### src/source/cpu_pkg.sv
package cpu_pkg;

	localparam int XLEN   = 32;
	localparam int REG_AW = 5;

	// major opcodes, instruction bits 30:25
	localparam logic [5:0] OPC_ALU1 = 6'b100000;
	localparam logic [5:0] OPC_ADDI = 6'b101000;
	localparam logic [5:0] OPC_ORI  = 6'b101100;
	localparam logic [5:0] OPC_MOVI = 6'b100010;
	localparam logic [5:0] OPC_LWI  = 6'b000010;
	localparam logic [5:0] OPC_SWI  = 6'b001010;
	localparam logic [5:0] OPC_BR1  = 6'b100110;
	localparam logic [5:0] OPC_J    = 6'b100100;

	// register-form sub-ops, also the alu operation code
	localparam logic [4:0] SUB_ADD = 5'b00000;
	localparam logic [4:0] SUB_SUB = 5'b00001;
	localparam logic [4:0] SUB_AND = 5'b00010;
	localparam logic [4:0] SUB_XOR = 5'b00011;
	localparam logic [4:0] SUB_OR  = 5'b00100;
	localparam logic [4:0] SUB_SLT = 5'b00110;

	typedef struct packed {
		logic              fmt;
		logic [5:0]        opcode;
		logic [REG_AW-1:0] rt;
		logic [REG_AW-1:0] ra;
		logic [REG_AW-1:0] rb;
		logic [4:0]        rsv;
		logic [4:0]        sub;
	} instr_r_t;

	// bsense selects bne over beq, and is imm15 bit 14 elsewhere
	typedef struct packed {
		logic              fmt;
		logic [5:0]        opcode;
		logic [REG_AW-1:0] rt;
		logic [REG_AW-1:0] ra;
		logic              bsense;
		logic [13:0]       imm14;
	} instr_i_t;

	typedef union packed {
		instr_r_t r;
		instr_i_t i;
	} instr_u;

	// opcode 0 decodes to nothing, so this is a bubble
	localparam logic [XLEN-1:0] NOP_WORD = 32'h0000_0000;

endpackage

### src/source/ex_if.sv
`timescale 1ns/1ns

interface ex_if import cpu_pkg::*; ();

	logic              valid;
	logic [4:0]        alu_op;
	logic [XLEN-1:0]   operand_a;
	logic [XLEN-1:0]   operand_b;
	logic [XLEN-1:0]   store_data;
	logic [REG_AW-1:0] dest;
	logic              reg_write;
	logic              mem_read;
	logic              mem_write;
	logic [XLEN-1:0]   ex_result;

	modport ctrl (output valid, alu_op, operand_a, operand_b, store_data, dest,
		reg_write, mem_read, mem_write);
	modport exec (input valid, alu_op, operand_a, operand_b, store_data, dest,
		reg_write, mem_read, mem_write, output ex_result);
	modport fwd (input valid, dest, reg_write, mem_read, ex_result);

endinterface

### src/source/mem_if.sv
`timescale 1ns/1ns

interface mem_if import cpu_pkg::*; ();

	logic              valid;
	logic [XLEN-1:0]   result;
	logic [XLEN-1:0]   store_data;
	logic [REG_AW-1:0] dest;
	logic              reg_write;
	logic              mem_read;
	logic              mem_write;
	logic              overflow;
	// load data or alu result, picked in the memory stage
	logic [XLEN-1:0]   mem_result;

	modport exec (output valid, result, store_data, dest, reg_write, mem_read,
		mem_write, overflow);
	modport mem (input valid, result, store_data, dest, reg_write, mem_read,
		mem_write, output mem_result);
	modport fwd (input valid, dest, reg_write, mem_result);

endinterface

### src/source/pc.sv
`timescale 1ns/1ns

module pc import cpu_pkg::*; #(
	parameter logic [XLEN-1:0] RESET_PC = '0
) (
	input  logic            clock,
	input  logic            rst_n,
	input  logic            enable_system,
	input  logic            stall,
	input  logic            take_branch,
	input  logic [XLEN-1:0] branch_target,
	input  logic [XLEN-1:0] IM_out,
	output logic [XLEN-1:0] IM_address,
	output logic [XLEN-1:0] if_instr,
	output logic [XLEN-1:0] if_pc
);

	logic [XLEN-1:0] pc_q;

	assign IM_address = pc_q;

	// a taken branch flushes the wrong-path fetch
	always_ff @(posedge clock or negedge rst_n) begin
		if (!rst_n) begin
			pc_q     <= RESET_PC;
			if_instr <= NOP_WORD;
		end else if (enable_system && !stall) begin
			if (take_branch) begin
				pc_q     <= branch_target;
				if_instr <= NOP_WORD;
			end else begin
				pc_q     <= pc_q + 32'd4;
				if_instr <= IM_out;
			end
		end
	end

	always_ff @(posedge clock) begin
		if (enable_system && !stall) begin
			if_pc <= pc_q;
		end
	end

endmodule

### src/source/controller.sv
`timescale 1ns/1ns

module controller import cpu_pkg::*; (
	input  logic              clock,
	input  logic              rst_n,
	input  logic              enable_system,
	input  logic              stall,
	input  logic [XLEN-1:0]   if_instr,
	input  logic [XLEN-1:0]   if_pc,
	input  logic [XLEN-1:0]   fwd_ra,
	input  logic [XLEN-1:0]   fwd_rb,
	input  logic [XLEN-1:0]   fwd_rt,
	output logic [REG_AW-1:0] ra_addr,
	output logic [REG_AW-1:0] rb_addr,
	output logic [REG_AW-1:0] rt_addr,
	output logic              take_branch,
	output logic [XLEN-1:0]   branch_target,
	ex_if.ctrl                ex
);

	instr_u          ins;
	logic [14:0]     imm15;
	logic [23:0]     imm24;
	logic [XLEN-1:0] imm;
	logic [4:0]      dec_op;
	logic            dec_valid;
	logic            dec_reg_write;
	logic            dec_mem_read;
	logic            dec_mem_write;
	logic            use_imm;
	logic            zero_a;
	logic            is_branch;
	logic            is_jump;

	assign ins     = if_instr;
	assign ra_addr = ins.r.ra;
	assign rb_addr = ins.r.rb;
	assign rt_addr = ins.r.rt;
	assign imm15   = {ins.i.bsense, ins.i.imm14};
	assign imm24   = {ins.i.rt[3:0], ins.i.ra, ins.i.bsense, ins.i.imm14};

	always_comb begin
		dec_op        = SUB_ADD;
		dec_valid     = 1'b1;
		dec_reg_write = 1'b0;
		dec_mem_read  = 1'b0;
		dec_mem_write = 1'b0;
		use_imm       = 1'b1;
		zero_a        = 1'b0;
		is_branch     = 1'b0;
		is_jump       = 1'b0;
		imm           = {{17{imm15[14]}}, imm15};
		case (ins.r.opcode)
			OPC_ALU1: begin
				dec_op        = ins.r.sub;
				dec_reg_write = 1'b1;
				use_imm       = 1'b0;
			end
			OPC_ADDI: dec_reg_write = 1'b1;
			OPC_ORI: begin
				dec_op        = SUB_OR;
				dec_reg_write = 1'b1;
				imm           = {17'b0, imm15};
			end
			OPC_MOVI: begin
				dec_reg_write = 1'b1;
				zero_a        = 1'b1;
				imm           = {{12{ins.i.ra[4]}}, ins.i.ra, ins.i.bsense, ins.i.imm14};
			end
			// word-scaled offsets
			OPC_LWI: begin
				dec_reg_write = 1'b1;
				dec_mem_read  = 1'b1;
				imm           = {{15{imm15[14]}}, imm15, 2'b00};
			end
			OPC_SWI: begin
				dec_mem_write = 1'b1;
				imm           = {{15{imm15[14]}}, imm15, 2'b00};
			end
			OPC_BR1: is_branch = 1'b1;
			OPC_J: is_jump = 1'b1;
			default: dec_valid = 1'b0;
		endcase
	end

	// halfword offsets, relative to the branch itself
	assign branch_target = if_pc + (is_jump ? {{7{imm24[23]}}, imm24, 1'b0}
		: {{17{ins.i.imm14[13]}}, ins.i.imm14, 1'b0});
	// no decision while the operands are still in flight
	assign take_branch = !stall && (is_jump ||
		(is_branch && ((fwd_rt == fwd_ra) != ins.i.bsense)));

	always_ff @(posedge clock or negedge rst_n) begin
		if (!rst_n) begin
			ex.valid     <= 1'b0;
			ex.reg_write <= 1'b0;
			ex.mem_read  <= 1'b0;
			ex.mem_write <= 1'b0;
		end else if (enable_system) begin
			ex.valid     <= dec_valid && !stall;
			ex.reg_write <= dec_reg_write && !stall;
			ex.mem_read  <= dec_mem_read && !stall;
			ex.mem_write <= dec_mem_write && !stall;
		end
	end

	always_ff @(posedge clock) begin
		if (enable_system) begin
			ex.alu_op     <= dec_op;
			ex.operand_a  <= zero_a ? '0 : fwd_ra;
			ex.operand_b  <= use_imm ? imm : fwd_rb;
			ex.store_data <= fwd_rt;
			ex.dest       <= ins.r.rt;
		end
	end

endmodule

### src/source/regfile.sv
`timescale 1ns/1ns

module regfile import cpu_pkg::*; (
	input  logic              clock,
	input  logic              rst_n,
	input  logic              enable_system,
	input  logic [REG_AW-1:0] ra_addr,
	input  logic [REG_AW-1:0] rb_addr,
	input  logic [REG_AW-1:0] rt_addr,
	input  logic              wb_write,
	input  logic [REG_AW-1:0] wb_addr,
	input  logic [XLEN-1:0]   wb_data,
	output logic [XLEN-1:0]   ra_data,
	output logic [XLEN-1:0]   rb_data,
	output logic [XLEN-1:0]   rt_data
);

	logic [XLEN-1:0] regs [2**REG_AW];

	// same-cycle write shows up on the read
	function automatic logic [XLEN-1:0] read_port(input logic [REG_AW-1:0] addr);
		if (wb_write && wb_addr == addr) begin
			return wb_data;
		end
		return regs[addr];
	endfunction

	always_ff @(posedge clock or negedge rst_n) begin
		if (!rst_n) begin
			for (int i = 0; i < 2**REG_AW; i++) begin
				regs[i] <= '0;
			end
		end else if (enable_system && wb_write) begin
			regs[wb_addr] <= wb_data;
		end
	end

	always_comb begin
		ra_data = read_port(ra_addr);
		rb_data = read_port(rb_addr);
		rt_data = read_port(rt_addr);
	end

endmodule

### src/source/forward.sv
`timescale 1ns/1ns

module forward import cpu_pkg::*; (
	input  logic [REG_AW-1:0] ra_addr,
	input  logic [REG_AW-1:0] rb_addr,
	input  logic [REG_AW-1:0] rt_addr,
	input  logic [XLEN-1:0]   ra_data,
	input  logic [XLEN-1:0]   rb_data,
	input  logic [XLEN-1:0]   rt_data,
	ex_if.fwd                 ex,
	mem_if.fwd                mem,
	input  logic              wb_write,
	input  logic [REG_AW-1:0] wb_addr,
	input  logic [XLEN-1:0]   wb_data,
	output logic [XLEN-1:0]   fwd_ra,
	output logic [XLEN-1:0]   fwd_rb,
	output logic [XLEN-1:0]   fwd_rt,
	output logic              stall
);

	// youngest writer wins
	function automatic logic [XLEN-1:0] bypass(
		input logic [REG_AW-1:0] addr,
		input logic [XLEN-1:0]   raw
	);
		if (ex.valid && ex.reg_write && ex.dest == addr) begin
			return ex.ex_result;
		end
		if (mem.valid && mem.reg_write && mem.dest == addr) begin
			return mem.mem_result;
		end
		if (wb_write && wb_addr == addr) begin
			return wb_data;
		end
		return raw;
	endfunction

	always_comb begin
		fwd_ra = bypass(ra_addr, ra_data);
		fwd_rb = bypass(rb_addr, rb_data);
		fwd_rt = bypass(rt_addr, rt_data);
	end

	// load data not ready until the memory stage
	assign stall = ex.valid && ex.mem_read &&
		(ex.dest == ra_addr || ex.dest == rb_addr || ex.dest == rt_addr);

endmodule

### src/source/alu.sv
`timescale 1ns/1ns

module alu import cpu_pkg::*; (
	input  logic clock,
	input  logic rst_n,
	input  logic enable_system,
	ex_if.exec   ex,
	mem_if.exec  mem,
	output logic alu_overflow
);

	logic [XLEN-1:0] sum;
	logic [XLEN-1:0] diff;
	logic [XLEN-1:0] result;
	logic            ovf;

	assign sum  = ex.operand_a + ex.operand_b;
	assign diff = ex.operand_a - ex.operand_b;

	always_comb begin
		ovf = 1'b0;
		case (ex.alu_op)
			SUB_ADD: begin
				result = sum;
				ovf    = (ex.operand_a[XLEN-1] == ex.operand_b[XLEN-1]) &&
					(sum[XLEN-1] != ex.operand_a[XLEN-1]);
			end
			SUB_SUB: begin
				result = diff;
				ovf    = (ex.operand_a[XLEN-1] != ex.operand_b[XLEN-1]) &&
					(diff[XLEN-1] != ex.operand_a[XLEN-1]);
			end
			SUB_AND: result = ex.operand_a & ex.operand_b;
			SUB_OR:  result = ex.operand_a | ex.operand_b;
			SUB_XOR: result = ex.operand_a ^ ex.operand_b;
			SUB_SLT: result = {31'b0, $signed(ex.operand_a) < $signed(ex.operand_b)};
			default: result = '0;
		endcase
	end

	assign ex.ex_result = result;

	// address arithmetic never flags overflow
	always_ff @(posedge clock or negedge rst_n) begin
		if (!rst_n) begin
			mem.valid     <= 1'b0;
			mem.reg_write <= 1'b0;
			mem.mem_read  <= 1'b0;
			mem.mem_write <= 1'b0;
			mem.overflow  <= 1'b0;
		end else if (enable_system) begin
			mem.valid     <= ex.valid;
			mem.reg_write <= ex.reg_write;
			mem.mem_read  <= ex.mem_read;
			mem.mem_write <= ex.mem_write;
			mem.overflow  <= ex.valid && ovf && !ex.mem_read && !ex.mem_write;
		end
	end

	always_ff @(posedge clock) begin
		if (enable_system) begin
			mem.result     <= result;
			mem.store_data <= ex.store_data;
			mem.dest       <= ex.dest;
		end
	end

	assign alu_overflow = mem.overflow;

endmodule

### src/source/memstage.sv
`timescale 1ns/1ns

module memstage import cpu_pkg::*; (
	input  logic              clock,
	input  logic              rst_n,
	input  logic              enable_system,
	mem_if.mem                mem,
	input  logic [XLEN-1:0]   DM_out,
	output logic              DM_enable,
	output logic              DM_read,
	output logic              DM_write,
	output logic [XLEN-1:0]   DM_address,
	output logic [XLEN-1:0]   DM_in,
	output logic              wb_write,
	output logic [REG_AW-1:0] wb_addr,
	output logic [XLEN-1:0]   wb_data
);

	assign DM_read    = mem.valid && mem.mem_read;
	assign DM_write   = mem.valid && mem.mem_write;
	assign DM_enable  = DM_read || DM_write;
	assign DM_address = mem.result;
	assign DM_in      = mem.store_data;

	// memory answers in the same cycle
	assign mem.mem_result = mem.mem_read ? DM_out : mem.result;

	always_ff @(posedge clock or negedge rst_n) begin
		if (!rst_n) begin
			wb_write <= 1'b0;
		end else if (enable_system) begin
			wb_write <= mem.valid && mem.reg_write;
		end
	end

	always_ff @(posedge clock) begin
		if (enable_system) begin
			wb_addr <= mem.dest;
			wb_data <= mem.mem_result;
		end
	end

endmodule

### src/source/cpu.sv
`timescale 1ns/1ns

module cpu import cpu_pkg::*; #(
	parameter logic [XLEN-1:0] RESET_PC = '0
) (
	input  logic            clock,
	input  logic            rst_n,
	input  logic            do_system,
	output logic [XLEN-1:0] IM_address,
	input  logic [XLEN-1:0] IM_out,
	output logic            DM_enable,
	output logic            DM_read,
	output logic            DM_write,
	output logic [XLEN-1:0] DM_address,
	output logic [XLEN-1:0] DM_in,
	input  logic [XLEN-1:0] DM_out,
	output logic            alu_overflow
);

	logic [XLEN-1:0]   if_instr;
	logic [XLEN-1:0]   if_pc;
	logic              take_branch;
	logic [XLEN-1:0]   branch_target;
	logic              stall;

	logic [REG_AW-1:0] ra_addr;
	logic [REG_AW-1:0] rb_addr;
	logic [REG_AW-1:0] rt_addr;
	logic [XLEN-1:0]   ra_data;
	logic [XLEN-1:0]   rb_data;
	logic [XLEN-1:0]   rt_data;
	logic [XLEN-1:0]   fwd_ra;
	logic [XLEN-1:0]   fwd_rb;
	logic [XLEN-1:0]   fwd_rt;

	logic              wb_write;
	logic [REG_AW-1:0] wb_addr;
	logic [XLEN-1:0]   wb_data;

	ex_if  ex_bus ();
	mem_if mem_bus ();

	pc #(.RESET_PC(RESET_PC)) u_pc (
		.clock, .rst_n, .enable_system(do_system), .stall, .take_branch,
		.branch_target, .IM_out, .IM_address, .if_instr, .if_pc
	);

	controller u_controller (
		.clock, .rst_n, .enable_system(do_system), .stall, .if_instr, .if_pc,
		.fwd_ra, .fwd_rb, .fwd_rt, .ra_addr, .rb_addr, .rt_addr,
		.take_branch, .branch_target, .ex(ex_bus)
	);

	regfile u_regfile (
		.clock, .rst_n, .enable_system(do_system), .ra_addr, .rb_addr, .rt_addr,
		.wb_write, .wb_addr, .wb_data, .ra_data, .rb_data, .rt_data
	);

	forward u_forward (
		.ra_addr, .rb_addr, .rt_addr, .ra_data, .rb_data, .rt_data,
		.ex(ex_bus), .mem(mem_bus), .wb_write, .wb_addr, .wb_data,
		.fwd_ra, .fwd_rb, .fwd_rt, .stall
	);

	alu u_alu (
		.clock, .rst_n, .enable_system(do_system), .ex(ex_bus), .mem(mem_bus),
		.alu_overflow
	);

	memstage u_memstage (
		.clock, .rst_n, .enable_system(do_system), .mem(mem_bus), .DM_out,
		.DM_enable, .DM_read, .DM_write, .DM_address, .DM_in,
		.wb_write, .wb_addr, .wb_data
	);

endmodule

### config.mk
export PLATFORM = sky130hd
export DESIGN_NAME = cpu
export DESIGN_NICKNAME = d
export VERILOG_FILES = /design/src/source/cpu_pkg.sv /design/src/source/ex_if.sv /design/src/source/mem_if.sv /design/src/source/pc.sv /design/src/source/controller.sv /design/src/source/regfile.sv /design/src/source/forward.sv /design/src/source/alu.sv /design/src/source/memstage.sv /design/src/source/cpu.sv
export SDC_FILE = /design/constraint.sdc
export NUM_CORES = 2
export LEC_CHECK = 0
export BUFFER_PORTS_ARGS = -buffer_cell sky130_fd_sc_hd__buf_2
export CAP_MARGIN = 20
export CORE_MARGIN = 3
export CORE_UTILIZATION = 55
export CTS_CLUSTER_DIAMETER = 50
export DETAILED_ROUTE_END_ITERATION = 6
export PLACE_DENSITY = 0.72
export SLEW_MARGIN = 10
export SYNTH_ARGS = -nofsm -noshare
export SYNTH_HDL_FRONTEND = slang
export SYNTH_HIERARCHICAL = 1
export SYNTH_SLANG_ARGS = --single-unit
### constraint.sdc
create_clock -name clock -period 8.9 [get_ports clock]
set_input_delay 1.78 -clock clock [delete_from_list [all_inputs] [get_ports clock]]
set_output_delay 1.78 -clock clock [all_outputs]
set_load 0.01 [all_outputs]
==> implementation parameters <==
Parameter                              Value

Status
  Status    finished with violations
  Violated checks    design-rule violations

Logic synthesis
  YS warnings    6
  Total standard cell area after synthesis    0.0870 mm2
  Avg Inst Size Synth    13.3 um2
  Number of instances in the synthesized netlist    6557
  Synth Net Count    6758

Power
  Power density normalized to cell area    189 mW/mm2
  Worst-case vdd ir drop    0.199 mV
  Leakage power figure    0.0402 uW
  Final Total Pwr    17800 uW

STA
  Total count of max-transition violations in the final report    0
  Max-slew headroom    20.5%
  Slew @ Worst Pin    1190 ps
  Setup repair after global routing missed its margin    no
  Setup TNS    0 ps
  Post-route fraction of the period consumed by the critical path    89.0%
  Final hold vios    0
  Peak clock frequency supported by timing    126 MHz
  Time the final worst path needs with I/O delays and setup    7920 ps
  Number of setup violations in the final report    0
  Fin Clk Skew    38.3 ps

Floorplanning
  Core region area    0.157 mm2
  Total Die Area    0.163 mm2
  Width of the die    404 um
  Die Height    404 um
  Num rows    145
  IO Pins    167
  Starting density of the core    55.5%

Placement
  DPL Wire Length    179000 um
  Final Wtd Congestion    0.944
  Dpl cells    8245
  Buffers on Ports    165

Routing
  Total iterations of the first detailed-routing run    7
  Drt first-iter violations    9257
  Vias after detailed routing    64.1k
  DRC Markers    9
  Per-cell routed wire length    34.0 um
  Overall routed net length    290000 um
  Avg Vias per Cell    7.50
  Antenna violation net count after detailed routing    0

Worst setup path
  CP top delay family    compound AO/OA/AOI/OAI gates
  Cell-by-cell listing of the critical path    ha_1 -> fa_1 -> a21o_1 -> or3b_1 -> a2111oi_2 -> o31ai_1 -> a31oi_2 -> a21oi_1 -> o21ai_1 -> o31ai_1 -> mux2_1 -> o22ai_1 -> o2bb2ai_1 -> xor2_1 -> nor4_1 -> nand4_1 -> nor2_1 -> xnor2_1 -> a2111oi_4 -> buf_4 -> nand2_1 -> o22ai_1 -> a21oi_1
  Required time at the endpoint of the critical path    9560 ps
  WS Path Type    register to register
  CP arrival    8580 ps
  Highest net fanout along the worst path    26
  Count of buffering cells on the critical path with inverters included    1
  Endpoint type of the worst setup path    register
  Largest stage delay, worst path    630 ps
  Cell type of the slowest stage on the worst timing path    nand2_1
  Critical path startpoint category    register

CTS
  Cts bufs inserted    160
  Clock latency reported for the late side of the worst-skew pair    800 ps
  H-Tree Depth    4
  Quantity of hold-fixing buffers added after cts    0
  Clock-pin transition on the worst setup and hold timing paths    60 ps
  Buffer depth of the longest clock path    3
  Count of instances resized after the clock tree is built    0
  Postcts setup bufs    0
  Clock root buffer master    clkbuf_16
  CTS tree    built
  Total clock sinks    1341

Global routing
  Global-route wire length before repair    422000 um
  Via count of the first global-routing pass    63.6k
  Initial antenna violation count    5
  Total Routing Usage GR    35.0%
  Congestion Overflow GR    0
  Maximum number of pins on one net before global-route repair    173

Job
  Max Cap Violations    0

Layout
  Final net count    6556
  Fraction of final layout cells with drive strength greater than 1    40.2%
  Non-filler cells, final    8544
  Post-synthesis to final-layout area growth    8.20%
  Final Util    60.0%

Min path
  Worst min-delay path category    register to register
## worst register-to-register path, cell delays in order (launching register included)
cell	delay, ps
edfxtp_1	420
ha_1	330
fa_1	430
a21o_1	220
or3b_1	260
a2111oi_2	130
o31ai_1	580
a31oi_2	290
a21oi_1	310
o21ai_1	110
o31ai_1	80
mux2_1	360
o22ai_1	440
o2bb2ai_1	260
xor2_1	170
nor4_1	520
nand4_1	230
nor2_1	550
xnor2_1	200
a2111oi_4	390
buf_4	380
nand2_1	660
o22ai_1	370
a21oi_1	70
## routing by layer
metal  global-route usage [%]  part of all wire (%)  up-vias
li1                         -                     -    25400
met1                     46.0                    36    33000
met2                     50.9                    44     4669
met3                     11.1                    13     1062
met4                     21.2                   7.0        0
met5                        0                     0        -
## power by group
group          leakage, uW  total (uW)  switching (uW)  internal [uW]
Clock              0.00269        6870            2730           4140
Combinational       0.0199        3950            2470           1470
Sequential          0.0176        6960             357           6610
Total               0.0402       17800            5560          12200
## cell usage in the layout (no fill, tap or decap), types with 116 or more instances in the layout
cell type	count
mux2i_1	227
buf_4	181
edfxtp_1	244
mux2_2	1005
a21oi_1	116
dfrtp_1	1087
mux4_2	769
nor2_1	151
o21ai_0	194
nand2_1	212
ha_1	131
a211oi_1	118
o22ai_1	225
clkbuf_16	168
buf_2	163
## cell type report
type                       count  area, um2
sequential                  1341      34800
clock inverter                53        714
multi-input combinational   4359      48000
fill                       11900      62600
tap                         2058       2570
antenna                        3       7.51
inverter                     118        443
timing repair buffer         375       2760
clock buffer                 237       4790
## stage by stage
step	instance area (um2)	setup slack, ps	hold WS (ps)
finish	94100	980	420
global route	94100	770	422
CTS	94000	1480	419
detailed placement	88500	1560	406
global placement	88500	1560	403
floorplan	87000	3710	400
## sequential cells by signal (all words and copies together) (netlist names), 5 cells and up
register	cells
u_memstage/wb_addr	5
u_pc/IM_address	32
u_controller/ex.operand_a	32
u_regfile/regs	1024
u_alu/mem.result	32
u_controller/ex.dest	5
u_alu/mem.store_data	32
u_alu/mem.dest	5
u_controller/ex.alu_op	5
u_memstage/wb_data	32
u_controller/ex.store_data	32
u_controller/ex.operand_b	32
u_pc/if_instr	31
u_pc/if_pc	32
## path summary, 6_finish.rpt
| check | end | slack [ps] | depth (start not counted) | from |
|---|---|---|---|---|
| min in group asynchronous | u_regfile/regs[629] | 1080 | 1 | rst_n |
| max in group asynchronous | u_regfile/regs[76] | 5810 | 3 | rst_n |
| setup reg to reg | u_pc/IM_address[7] | 980 | 23 | u_controller/ex.operand_b[0] |
| hold / removal | u_alu/mem.store_data[23] | 420 | 0 | u_controller/ex.store_data[23] |
| hold reg to reg | u_alu/mem.store_data[23] | 420 | 0 | u_controller/ex.store_data[23] |
| setup / recovery | u_pc/IM_address[7] | 980 | 23 | u_controller/ex.operand_b[0] |
(Power assumes the default switching activity.)
